[config.mk]
export PLATFORM = sky130hd
export DESIGN_NAME = dcache_refill_flat
export DESIGN_NICKNAME = d
export VERILOG_FILES = /design/src/hw/dcache_pkg.sv /design/src/hw/dcache_ifs.sv /design/src/hw/dcache_refill.sv /design/src/flat_wrapper.sv
export VERILOG_INCLUDE_DIRS = /design/src /design/src/hw
export SDC_FILE = /design/constraint.sdc
export NUM_CORES = 1
export LEC_CHECK = 0
export ABC_AREA = 1
export BUFFER_PORTS_ARGS = -buffer_cell sky130_fd_sc_hd__buf_4
export CORE_UTILIZATION = 59
export CTS_CLUSTER_DIAMETER = 120
export DETAILED_ROUTE_END_ITERATION = 6
export PLACE_DENSITY = 0.84
export SYNTH_ARGS = -nofsm -noshare
export SYNTH_HDL_FRONTEND = slang
export SYNTH_SLANG_ARGS = --single-unit
[constraint.sdc]
create_clock -name clk -period 4.1 [get_ports clk]
set_input_delay 0.205 -clock clk [delete_from_list [all_inputs] [get_ports clk]]
set_output_delay 0.205 -clock clk [all_outputs]
set_load 0.03 [all_outputs]
[src/hw/dcache_params.svh]
// geometry and field width macros for the data cache
`ifndef DCACHE_PARAMS_SVH
`define DCACHE_PARAMS_SVH

// 32 KB, 4 ways, 64 B lines
`define DC_WAYS     4
`define DC_SETS     128
`define DC_SET_W    7
`define DC_TAG_W    19

// a line is eight 64-bit beats
`define DC_BEATS    8
`define DC_BEAT_W   3

// data array index is {set, way, beat}
`define DC_INDEX_W  12

// load/store queue id
`define DC_LSQID_W  4

`endif

[src/hw/dcache_pkg.sv]
// address union, operation encoding and tree-LRU state type for the data cache
`include "dcache_params.svh"

package dcache_pkg;

  // one address word, seen as lookup fields or as line address plus offset
  typedef union packed {
    struct packed {
      logic [`DC_TAG_W-1:0]  tag;
      logic [`DC_SET_W-1:0]  set_idx;
      logic [`DC_BEAT_W-1:0] beat;
      logic                  word;
      logic [1:0]            boff;
    } f;
    struct packed {
      logic [`DC_TAG_W+`DC_SET_W-1:0] line;
      logic [`DC_BEAT_W+2:0]          offset;
    } l;
  } dc_addr_u;

  // size: 00 byte, 01 half, 1x word
  typedef struct packed {
    logic       uns;
    logic [1:0] size;
    logic       write;
  } dc_op_t;

  // bit 2 picks the half, bits 1 and 0 pick the way inside each half
  typedef logic [2:0] dc_lru_t;

endpackage

[src/hw/dcache_ifs.sv]
// miss, fill write, store write and load read interfaces between the cache blocks
`timescale 1ns/1ns
`include "dcache_params.svh"

interface miss_if;
  logic                                alloc;
  logic [`DC_TAG_W+`DC_SET_W-1:0]      line;
  logic [$clog2(`DC_WAYS)-1:0]         way;
  logic                                done;
  logic                                busy;

  modport lookup (output alloc, line, way, input done, busy);
  modport refill (input alloc, line, way, output done, busy);
endinterface

interface fill_wr_if;
  logic                   wen;
  logic [`DC_INDEX_W-1:0] index;
  logic [63:0]            data;

  modport source (output wen, index, data);
  modport sink (input wen, index, data);
endinterface


[src/hw/dcache_refill.sv]
// miss register and eight-entry refill buffer draining into the data array
`timescale 1ns/1ns
`include "dcache_params.svh"

module dcache_refill (
  input  logic        clk,
  input  logic        rst,
  input  logic        l2_resp_valid,
  input  logic [63:0] l2_resp_rdata,
  miss_if.refill      miss,
  fill_wr_if.source   fill_wr
);
  import dcache_pkg::*;

  localparam int WAY_W = $clog2(`DC_WAYS);

  // miss register
  logic                           busy_r;
  logic [`DC_TAG_W+`DC_SET_W-1:0] line_r;
  logic [WAY_W-1:0]               way_r;

  // refill buffer, extra pointer bit tells full from empty
  logic [63:0]                    beat_buf [`DC_BEATS];
  logic [`DC_BEAT_W:0]            head;
  logic [`DC_BEAT_W:0]            tail;
  logic                           fill_wen;
  dc_addr_u                       line_addr;

  always_comb begin
    line_addr.l.line   = line_r;
    line_addr.l.offset = '0;
  end

  assign fill_wen      = head != tail;
  assign fill_wr.wen   = fill_wen;
  assign fill_wr.index = {line_addr.f.set_idx, way_r, head[`DC_BEAT_W-1:0]};
  assign fill_wr.data  = beat_buf[head[`DC_BEAT_W-1:0]];

  // last beat of the line leaves the buffer
  assign miss.done = fill_wen && (&head[`DC_BEAT_W-1:0]);
  assign miss.busy = busy_r;

  always_ff @(posedge clk) begin
    if (rst) begin
      busy_r <= 1'b0;
      head   <= '0;
      tail   <= '0;
    end else begin
      if (miss.alloc)
        busy_r <= 1'b1;
      else if (miss.done)
        busy_r <= 1'b0;
      if (l2_resp_valid)
        tail <= tail + 1'b1;
      if (fill_wen)
        head <= head + 1'b1;
    end
  end

  always_ff @(posedge clk) begin
    if (miss.alloc) begin
      line_r <= miss.line;
      way_r  <= miss.way;
    end
    if (l2_resp_valid)
      beat_buf[tail[`DC_BEAT_W-1:0]] <= l2_resp_rdata;
  end

endmodule

[src/flat_wrapper.sv]
// flat-port wrapper written by rule: the top's interface ports become plain ports
module dcache_refill_flat import dcache_pkg::*;
  (clk, rst, l2_resp_valid, l2_resp_rdata, miss_alloc, miss_line, miss_way, miss_done, miss_busy, fill_wr_wen, fill_wr_index, fill_wr_data);
  miss_if miss_i ();
  fill_wr_if fill_wr_i ();
  input  logic clk;
  input  logic rst;
  input  logic l2_resp_valid;
  input  logic [63:0] l2_resp_rdata;
  input wire logic [$bits(miss_i.alloc)-1:0] miss_alloc;
  input wire logic [$bits(miss_i.line)-1:0] miss_line;
  input wire logic [$bits(miss_i.way)-1:0] miss_way;
  output wire logic [$bits(miss_i.done)-1:0] miss_done;
  output wire logic [$bits(miss_i.busy)-1:0] miss_busy;
  output wire logic [$bits(fill_wr_i.wen)-1:0] fill_wr_wen;
  output wire logic [$bits(fill_wr_i.index)-1:0] fill_wr_index;
  output wire logic [$bits(fill_wr_i.data)-1:0] fill_wr_data;
  assign miss_i.alloc = miss_alloc;
  assign miss_i.line = miss_line;
  assign miss_i.way = miss_way;
  assign miss_done = miss_i.done;
  assign miss_busy = miss_i.busy;
  assign fill_wr_wen = fill_wr_i.wen;
  assign fill_wr_index = fill_wr_i.index;
  assign fill_wr_data = fill_wr_i.data;
  dcache_refill u_core (.clk(clk), .rst(rst), .l2_resp_valid(l2_resp_valid), .l2_resp_rdata(l2_resp_rdata), .miss(miss_i), .fill_wr(fill_wr_i));
endmodule
Word level (Yosys, flattened, before mapping)
Memories as Yosys holds them, arrays and structs flattened. A register that Yosys moved wholly into a read port is not among the register bits.
Index checks and enable logic that the tools add are counted.
- add/subtract/negate cells: 2
- equal/unequal tests: 1
- mux-type cells: 6
- reductions and logical operators: 3
- operator list (operator ; count):
    adder 4 x 1 -> 4 bit (second input constant) ; 2
    2-to-1 mux 3 bit ; 2
    2-to-1 mux 1 bit ; 4
    inequality test 4 bit ; 1
    AND reduction 3 bit ; 1
    nonzero test 2 bit ; 1
    logical AND 1 bit ; 1
- bits in registers: 18
- RAM bits: 512
- output and inout port bits: 79
- memories kept: 1
- memory list (memory ; words ; bits a word ; rd ports ; clocked after memory_dff ; wr ports ; line ; RTL):
    u_core.beat_buf ; 8 ; 64 ; 1 ; 1 ; 1 ; dcache_refill.sv:23 ; logic [63:0] beat_buf [`DC_BEATS];

Longest topological paths before layout
Gate-level depths: netlist of run 1.
- depth in word-level cells: 4
- mapped depth: 10

Worst setup path before layout of run 1
OpenSTA, ideal clock, no wires.
- kind: reg-to-reg
- start: register u_core.tail[0]
- end: memory u_core.beat_buf[7][0] (enable)
- arrival: 3225 ps
- data required time: 3612 ps
- setup slack: 387 ps
- cell stages (with the launch flop): 3
- buffers on the path: 0
- period minus slack after synthesis: 3713 ps
- path through: dfxtp_1 -> nand2_1 -> nor2_1
- RTL lines (element ; line ; RTL):
    from (decl) ; dcache_refill.sv:25 ; logic [`DC_BEAT_W:0] tail;
    from (signal assigned) ; dcache_refill.sv:54 ; tail <= tail + 1'b1;
    to (decl) ; dcache_refill.sv:23 ;
No word-level cell before the write port.

==> metrics.yaml, run 1 <==
status: "completed"
synth_common_cells: "521 x edfxtp_1, 410 x nor2_1, 257 x o21ai_0, 218 x nand2_1, 131 x o21ai_1"
crit_path_end_kind: "output port"
cts_root_buf: "clkbuf_16"
cp_top_family: "buffers and inverters"
p_sw_mw: 5.89
start_util_pct: 60.1
fp.dieW_um: 190
hold_viol: 0
relSlewSlack_pct: 9.06
grtUsageTotal_pct: 24.4
post_cts_buffers: 0
multi_input_area_mm2: 0.00443
required_ns: 3.89
syn_to_final_growth_pct: 18.6
critPathMostFrequentCell: "nand2_1"
slew_violations: 0
grt_remaining_overflow: 0
drcViolationCount: 0
syn_area_per_cell_um2: 12.5
yosysWarnings: 0
wl_um: 43700
worstPathBufferInverterCount: 2
cts_tree: "yes"
power_frac_clock_pct: 27.0
maxCapViolCount: 0
ant_nets: 0
rr_startpoint: "u_core.tail[0]"
whs_endpoint: "u_core.line_r[1]"
fp.dieH_um: 190
critPathMaxFanout: 256
finalWorstSetupSlack_ns: 1.04
rrSetupSlack_ns: 1.89
cts_sinks: 533
share_seq_of_total_power_pct: 38.4
switching_share_pct: 36.1
htreeDepth: 2
vias: 13241
fmax_mhz: 327
syn_inst: 1672
numCtsBuffers: 50
gp_congestion: 0.754
cp_slowest_cell: "buf_12"
hp-class: "input port to flip-flop"
clk_latency_ns: 0.55
antenna_found_initial: 1
whs_path_depth: 2
utilization_pct: 71.3
reg2regPathDepth: 3
internal_power_mw: 10.4
setup_viol_count_final: 0
yosysSeqAreaShare_pct: 76.3
detail_route.wl_per_cell_um: 18.4
core_mm2: 0.0346
start_kind: "flip-flop"
grt_pass1_wl_um: 67500
yosys.cell_count.top_type: "edfxtp_1"
critical_path_class: "flip-flop to output port"
synth_flop_cell: "edfxtp_1"
die-area_mm2: 0.0360
rr_endpoint: "u_core.beat_buf[7][40]"
worst-endpoint-arrival_ns: 2.85
grt_start_max_net_pins: 257
clockBufferDepth: 3
powerDensity_mw_per_mm2: 660
syn-num-nets: 1771
hp-start: "miss_line[1]"
async_flop_share_pct: 0
finClkSkew_ns: 0.0167
synth_top_area_share_pct: 75.1
clk_transition_reported_paths_ns: 0.06
finalNetCount: 1973
yosysTopAreaCell: "edfxtp_1"
pin_count: 175
firstDrtPassIters: 5
worstPathCellList: "buf_12 > o21ai_0 > o21ai_1 > nand2_1 > nand2_1 > buf_4"
drtIter0Drc: 1251
tightest_slew_ns: 1.36
synth-seq-cells: 533
nFillCells: 2180
post-route-period-util_pct: 74.5
seqCellArea_mm2: 0.0159
place_ws_ns: 1.85
viasPerCell: 5.58
synth_area_leaders: "edfxtp_1 75%, nor2_1 7.4%, o21ai_0 6.2%, nand2_1 3.9%, o21ai_1 3.1%"
p_comb_share_pct: 34.5
synth_edf_count: 521
peakVddDrop_v: 0.000626
synthesis.area_mm2: 0.0208
rsz0062_at_grt: "false"
drive_above_1_share_pct: 13.3
cts_resized: 0
io_buffers: 155
yosysUniqueCellTypes: 17
leakage_nw: 8.72
rows: 68
cts_hold_buffers: 77
cpPeakStageDelay_ns: 0.56
fin_crit_ns: 3.06
dp_hpwl_um: 20900
fin_tns_setup_ns: 0
first_global_vias: 13150
==> per-layer routing <==
layer / track usage, % / part of all wire (%) / vias up
met3: 3.74 / 6.7 / 95
met1: 30.7 / 39 / 6344
met5: 0 / 0 / -
li1: - / - / 6292
met2: 42.6 / 52 / 510
met4: 9.40 / 2.6 / 0
==> kinds of logic after synthesis <==
group / count (synthesis) / synth area share, %
simple gates: 631 / 11.4
flops: 533 / 76.3
compound gates: 391 / 9.40
buf+inv: 114 / 2.72
fa+ha+maj: 3 / 0.180
==> flip-flops by register name, summed over array words and instances, names as in the netlist, named ones only <==
register,cells
u_core.tail,4
u_core.beat_buf,512
u_core.miss.busy,1
u_core.way_r,2
u_core.head,4
u_core.line_r,7
==> cells in the final DEF (no fill, tap or decap) <==
cell type / netlist / layout
edfxtp_1: 521 / 521
nor2_1: 410 / 402
o21ai_0: 257 / 257
nand2_1: 218 / 218
buf_4: 4 / 166
o21ai_1: 131 / 131
dlygate4sd3_1: 0 / 77
clkbuf_16: 0 / 51
clkinv_1: 0 / 20
inv_1: 12 / 12
clkinv_2: 0 / 9
dfxtp_1: 12 / 9
nor2_4: 0 / 8
buf_12: 0 / 7
bufinv_16: 0 / 4
clkbuf_1: 57 / 4
diode_2: 0 / 3
a21oi_1: 3 / 3
nor3_1: 3 / 3
ha_1: 3 / 3
inv_6: 0 / 2
dfxtp_4: 0 / 2
clkinv_4: 0 / 2
clkinvlp_4: 0 / 2
inv_2: 2 / 1
dfxtp_2: 0 / 1
==> area by class of cell <==
| cell class | instances | share of cell area, % |
|---|---|---|
| Clock buffer | 55 | 5.23 |
| Antenna cell | 3 | 0.0304 |
| Clock inverter | 38 | 1.14 |
| Multi-Input combinational cell | 1025 | 17.9 |
| Sequential cell | 533 | 64.4 |
| Timing Repair Buffer | 250 | 8.74 |
| Tap cell | 455 | 2.31 |
| Inverter | 14 | 0.233 |
==> worst register-to-register path, stage by stage, from the launching register on <==
cell     delay (ns)
dfxtp_1        0.40
nand2_1        0.31
nor2_4         0.19
buf_4          0.87
==> power by group through the flow <==
stage / sequential [mW] / clock [mW] / combinational (mW)
3_5_place_dp: 6.38 / 0 / 5.53
5_1_grt: 6.28 / 4.65 / 6.19
3_3_place_gp: 6.37 / 0 / 5.38
4_1_cts: 6.27 / 4.45 / 5.63
2_1_floorplan: 6.32 / 0 / 3.85
6_report: 6.27 / 4.40 / 5.63
==> stage by stage <==
stage          area [um2]  hold WS (ns)  total power, mW  instances
6_report            24700         0.371             16.3       2373
5_1_grt             24700         0.357             17.1       2371
4_1_cts             24700         0.350             16.4       2370
3_5_place_dp        22300         0.385             11.9       2200
3_3_place_gp        22300         0.384             11.8       2200
2_1_floorplan       20800         0.274             10.2       1672
==> how the worst max path moves through the flow <==
stage	from	endpoint	slack, ns	cells after the start
3_5_place_dp	flip-flop	fill_wr_data[20]	1.85	8
5_1_grt	flip-flop	fill_wr_data[32]	0.97	8
6_report	flip-flop	fill_wr_data[6]	1.04	6
4_1_cts	flip-flop	fill_wr_data[36]	1.24	7
3_3_place_gp	flip-flop	fill_wr_data[63]	1.89	8
2_1_floorplan	u_core.tail[0]	u_core.beat_buf[7][0]	0.39	2
Note: power is estimated with default switching activity, not from simulation.
==> inputs of run 2 (changes only) <==
- ABC_AREA: 1 -> 0
- clock period: 4.1 -> 3 ns (I/O delays scaled with it)
==> run 2 against run 1 <==
  * Clock power rose by 51%
  * Via count down 30%
  * Synthesized cell count shrank 51%
  * Largest cell class unchanged
  * Largest power group unchanged
==> metrics.yaml, run 2 <==
grt_pass1_wl_um: 59500
detail_route.wl_per_cell_um: 24.9
post-route-period-util_pct: 92.1
async_flop_share_pct: 0
worstPathCellList: "buf_4 > mux4_2 > mux2_2 > buf_4"
critical_path_class: "flip-flop to output port"
gp_congestion: 0.685
synth_area_leaders: "edfxtp_1 78%, mux4_2 14%, mux2_2 3.7%, dfxtp_1 1.2%, buf_6 0.67%"
power.total_mw: 20.4
final_area_mm2: 0.0244
critPathMaxFanout: 22
dpl.cell_count: 1402
firstDrtPassIters: 5
rows: 67
leakage_nw: 7.98
wl_um: 39400
yosys.cell_count.top_type: "edfxtp_1"
status: "completed"
post_cts_buffers: 0
yosysWarnings: 0
hp-start: "miss_way[1]"
rsz0062_at_grt: "false"
tightest_slew_ns: 0.736
cpPeakStageDelay_ns: 0.66
wl_met1_um: 15400
clk_latency_ns: 0.58
cts_root_buf: "clkbuf_16"
relSlewSlack_pct: 50.9
setup_viol_count_final: 0
finClkSkew_ns: 0.0170
synth-seq-cells: 533
synthesis.area_mm2: 0.0200
final_cells: 1579
maxCapViolCount: 0
drive_above_1_share_pct: 40.5
fp.dieH_um: 186
fmax_mhz: 362
hp-class: "input port to flip-flop"
io_buffers: 155
synth_top_area_share_pct: 78.0
rr_endpoint: "u_core.beat_buf[3][35]"
cts_sinks: 533
grtUsageTotal_pct: 23.1
met2_length_um: 21000
clk_transition_reported_paths_ns: 0.06
whs_path_depth: 2
vias: 9329
dpl-instance-area_mm2: 0.0219
die-area_mm2: 0.0347
syn_to_final_growth_pct: 21.9
final_common_cell: "edfxtp_1"
drtIter0Drc: 671
drcViolationCount: 0
synth_common_cells: "521 x edfxtp_1, 128 x mux4_2, 65 x mux2_2, 16 x nor2_1"
pin_count: 175
cts_resized: 0
slew_violations: 0
syn-num-nets: 911
crit_path_end_kind: "output port"
cp_top_family: "multiplexers"
hold_viol: 0
largest_register_ff_count: 512
yosysTopAreaCell: "edfxtp_1"
first_global_vias: 10180
clockBufferDepth: 3
ant_nets: 0
syn_area_per_cell_um2: 24.7
rrSetupSlack_ns: 1.08
peakVddDrop_v: 0.000632
cts_hold_buffers: 77
nFillCells: 1798
yosysSeqAreaShare_pct: 79.2
start_kind: "flip-flop"
worstPathBufferInverterCount: 2
critPathMostFrequentCell: "buf_4"
grt_start_max_net_pins: 65
wl_met3_um: 2180
required_ns: 2.85
grt_remaining_overflow: 0
fp.dieW_um: 186
fin_crit_ns: 2.76
dp_hpwl_um: 20100
synth_flop_cell: "edfxtp_1"
yosysUniqueCellTypes: 23
core_mm2: 0.0334
start_util_pct: 59.9
utilization_pct: 73.1
numCtsBuffers: 52
viasPerCell: 5.91
antenna_found_initial: 2
cts_tree: "yes"
reg2regPathDepth: 3
htreeDepth: 2
layout_common_cells: "521 x edfxtp_1, 172 x buf_4, 128 x mux4_2, 77 x dlygate4sd3_1, 65 x mux2_2"
whs_endpoint: "u_core.way_r[1]"
worst-endpoint-arrival_ns: 2.61
powerDensity_mw_per_mm2: 835
finalNetCount: 1184
whs_ns: 0.318
rr_startpoint: "u_core.tail[1]"
dr.max_layer_used: "met4"
syn_inst: 812
synth_edf_count: 521
cp_slowest_cell: "dfxtp_4"
==> run 2: how the worst max path moves through the flow <==
stage                                  to  slack [ns]  cells after the start
floorplan           u_core.beat_buf[2][0]       -0.78                      3
finish                   fill_wr_data[60]        0.24                      4
CTS                      fill_wr_data[25]        0.13                      4
global placement         fill_wr_data[23]        0.75                      4
global route             fill_wr_data[21]        0.07                      4
detailed placement       fill_wr_data[18]        0.75                      4
==> run 2: area by class of cell <==
class | instances | area, um2 | area share, %
Antenna cell | 2 | 5.00 | 0.0205
Clock buffer | 68 | 1380 | 5.66
Clock inverter | 30 | 370 | 1.52
Inverter | 1 | 3.75 | 0.0154
Multi-Input combinational cell | 238 | 3960 | 16.2
Sequential cell | 533 | 15900 | 65.0
Tap cell | 448 | 561 | 2.29
Timing Repair Buffer | 259 | 2260 | 9.26
==> run 2: layer usage <==
layer / GRT usage, % / up-vias
li1: - / 4000
met1: 30.0 / 4963
met4: 6.68 / 0
met2: 40.5 / 299
met3: 4.04 / 67
met5: 0 / -
==> run 2: report_power, final <==
part	leakage, nW	switching, mW	internal (mW)
clock network	0.850	2.63	4.02
registers	4.84	0.259	8.37
logic	2.30	2.62	2.52
total	7.98	5.50	14.9
==> run 2: cell families after synthesis <==
logic type,after synthesis,synth area share (%)
buffers and inverters,41,1.34
xor gates and xnor gates,7,0.306
AOI/OAI and AO/OA,2,0.0562
and+or+nand+nor,30,0.687
adders and majority gates,3,0.187
muxes,196,18.2
DFF,533,79.2
==> run 2: metrics by stage <==
stage	setup TNS, ns	setup WS (ns)
6_report	0	0.236
5_1_grt	0	0.0746
4_1_cts	0	0.126
3_5_place_dp	0	0.749
3_3_place_gp	0	0.755
2_1_floorplan	-257.03	-0.778
==> run 2: worst register-to-register path: cells and delay by family (launching register included) <==
family                 cells  cell delay [ns]
buffers and inverters      1             0.60
DFF                        1             0.55
and+or+nand+nor            2             0.36
==> inputs of run 3 (changes only) <==
- ABC_CLOCK_PERIOD_IN_PS: default -> 3000
- BUFFER_PORTS_ARGS: -buffer_cell sky130_fd_sc_hd__buf_4 -> default
- CORE_UTILIZATION: 59 -> 63
- DONT_BUFFER_PORTS: default -> 1
- REMOVE_ABC_BUFFERS: default -> 1
==> run 3 against run 2 <==
  * Clock power shrank 7.2%
  * Largest cell class unchanged
  * Setup slack gained 0.033 ns
  * Critical path depth shrank 1
  * Largest power group unchanged
  * Highest routed layer unchanged
  * Via count shrank 5.3%
==> metrics.yaml, run 3 (synthesized netlist as in run 2, its figures left out) <==
peakVddDrop_v: 0.000779
dp_hpwl_um: 19900
required_ns: 2.85
rows: 64
cts_root_buf: "clkbuf_16"
setup_viol_count_final: 0
status: "completed"
finClkSkew_ns: 0.0182
drive_above_1_share_pct: 31.5
whs_ns: 0.0780
syn_to_final_growth_pct: 15.2
post-route-period-util_pct: 91.0
fmax_mhz: 366
grt_remaining_overflow: 0
drcViolationCount: 0
nFillCells: 1570
clk_latency_ns: 0.56
met3_usage_pct: 5.15
slew_violations: 0
first_global_vias: 9549
worstPathBufferInverterCount: 1
globalRouteMet2Util_pct: 41.9
io_buffers: 0
drtIter0Drc: 898
finalNetCount: 1026
ant_nets: 0
dpl-instance-area_mm2: 0.0207
critical_path_class: "flip-flop to output port"
grt_pass1_wl_um: 57700
vias: 8839
viasPerCell: 6.47
largest_register_ff_count: 512
cp_top_family: "multiplexers"
cts_resized: 0
power.total_mw: 19.2
tightest_slew_ns: 0.642
numCtsBuffers: 51
htreeDepth: 2
start_util_pct: 64.9
clockBufferDepth: 3
cts_tree: "yes"
cp_slowest_cell: "dfxtp_4"
die-area_mm2: 0.0325
powerDensity_mw_per_mm2: 831
fp.dieH_um: 180
maxCapViolCount: 0
fp.dieW_um: 180
worst-endpoint-arrival_ns: 2.58
pin_count: 175
rsz0062_at_grt: "false"
critPathMaxFanout: 23
detail_route.wl_per_cell_um: 28.3
start_kind: "flip-flop"
fin_crit_ns: 2.73
cts_sinks: 533
cpPeakStageDelay_ns: 0.73
final_area_mm2: 0.0231
grtUsageTotal_pct: 24.4
relSlewSlack_pct: 57.1
clk_transition_reported_paths_ns: 0.06
gr-usage-met1_pct: 31.2
gr-max-usage-layer: "met2"
firstDrtPassIters: 7
final_cells: 1366
wl_um: 38600
worstPathCellList: "buf_4 > mux4_2 > mux2_2"
antenna_found_initial: 2
hold_viol: 0
leakage_nw: 7.18
dpl.cell_count: 1194
post_cts_buffers: 0
crit_path_end_kind: "output port"
gp_congestion: 0.764
core_mm2: 0.0309
cts_hold_buffers: 76
grt_start_max_net_pins: 69
layout_common_cells: "521 x edfxtp_1, 128 x mux4_2, 76 x dlygate4sd3_1, 65 x mux2_2, 52 x clkbuf_16"
final_common_cell: "edfxtp_1"
hp-class: "input port to flip-flop"
-- run 3: cell types whose count changed in the layout (fill, tap and decap cells not counted), sizes merged --
cell,delta
bufinv,-5
dlygate4sd3,-1
clkinvlp,+3
clkinv,+8
buf,-156
clkbuf,-10
-- run 3: worst paths after layout --
path                                      from                endpoint  slack (ns)  cells after the start
worst max-delay path                 flip-flop        fill_wr_data[19]        0.27                      3
worst max register to register  u_core.tail[0]  u_core.beat_buf[4][39]        1.05                      3
worst min register to register  u_core.tail[0]          u_core.tail[0]        0.57                      2
worst min-delay path             l2_resp_valid          u_core.tail[0]        0.08                      2
-- run 3: layout make-up --
type	instances	area [um2]	area share (%)
inverters	1	3.75	0.0163
flip-flops and latches	533	15900	68.9
clock inverters	36	295	1.28
diodes	2	5.00	0.0217
clock buffers	58	1320	5.73
multi-input cells	238	3950	17.1
repair buffers	102	1120	4.85
well taps	396	495	2.15
-- run 3: layer usage --
layer  share of wire (%)  wire, um
met1                  37     14200
met2                  52     20200
met3                 8.0      3110
met4                 3.0      1140
met5                   0         0
-- run 3: where the power goes --
group	internal, mW	leakage, nW	switching [mW]
clock	3.52	0.790	2.64
sequential	8.37	4.84	0.245
combinational	1.92	1.55	2.50
total	13.8	7.18	5.38
-- run 3: worst reg2reg max path: cells and delay by family (launching register included) --
kind / cells / cell delay (ns)
and+or+nand+nor: 2 / 0.78
buffers and inverters: 1 / 0.41
DFF: 1 / 0.36
-- run 3: through the flow --
stage / worst slack (ns) / utilization [%] / TNS [ns]
after detailed placement: 0.811 / 67.0 / 0
after global routing: 0.105 / 74.7 / 0
after CTS: 0.192 / 74.7 / 0
after floorplan: -3.45 / - / -805.64
final: 0.269 / 74.7 / 0
after global placement: 0.833 / 67.0 / 0
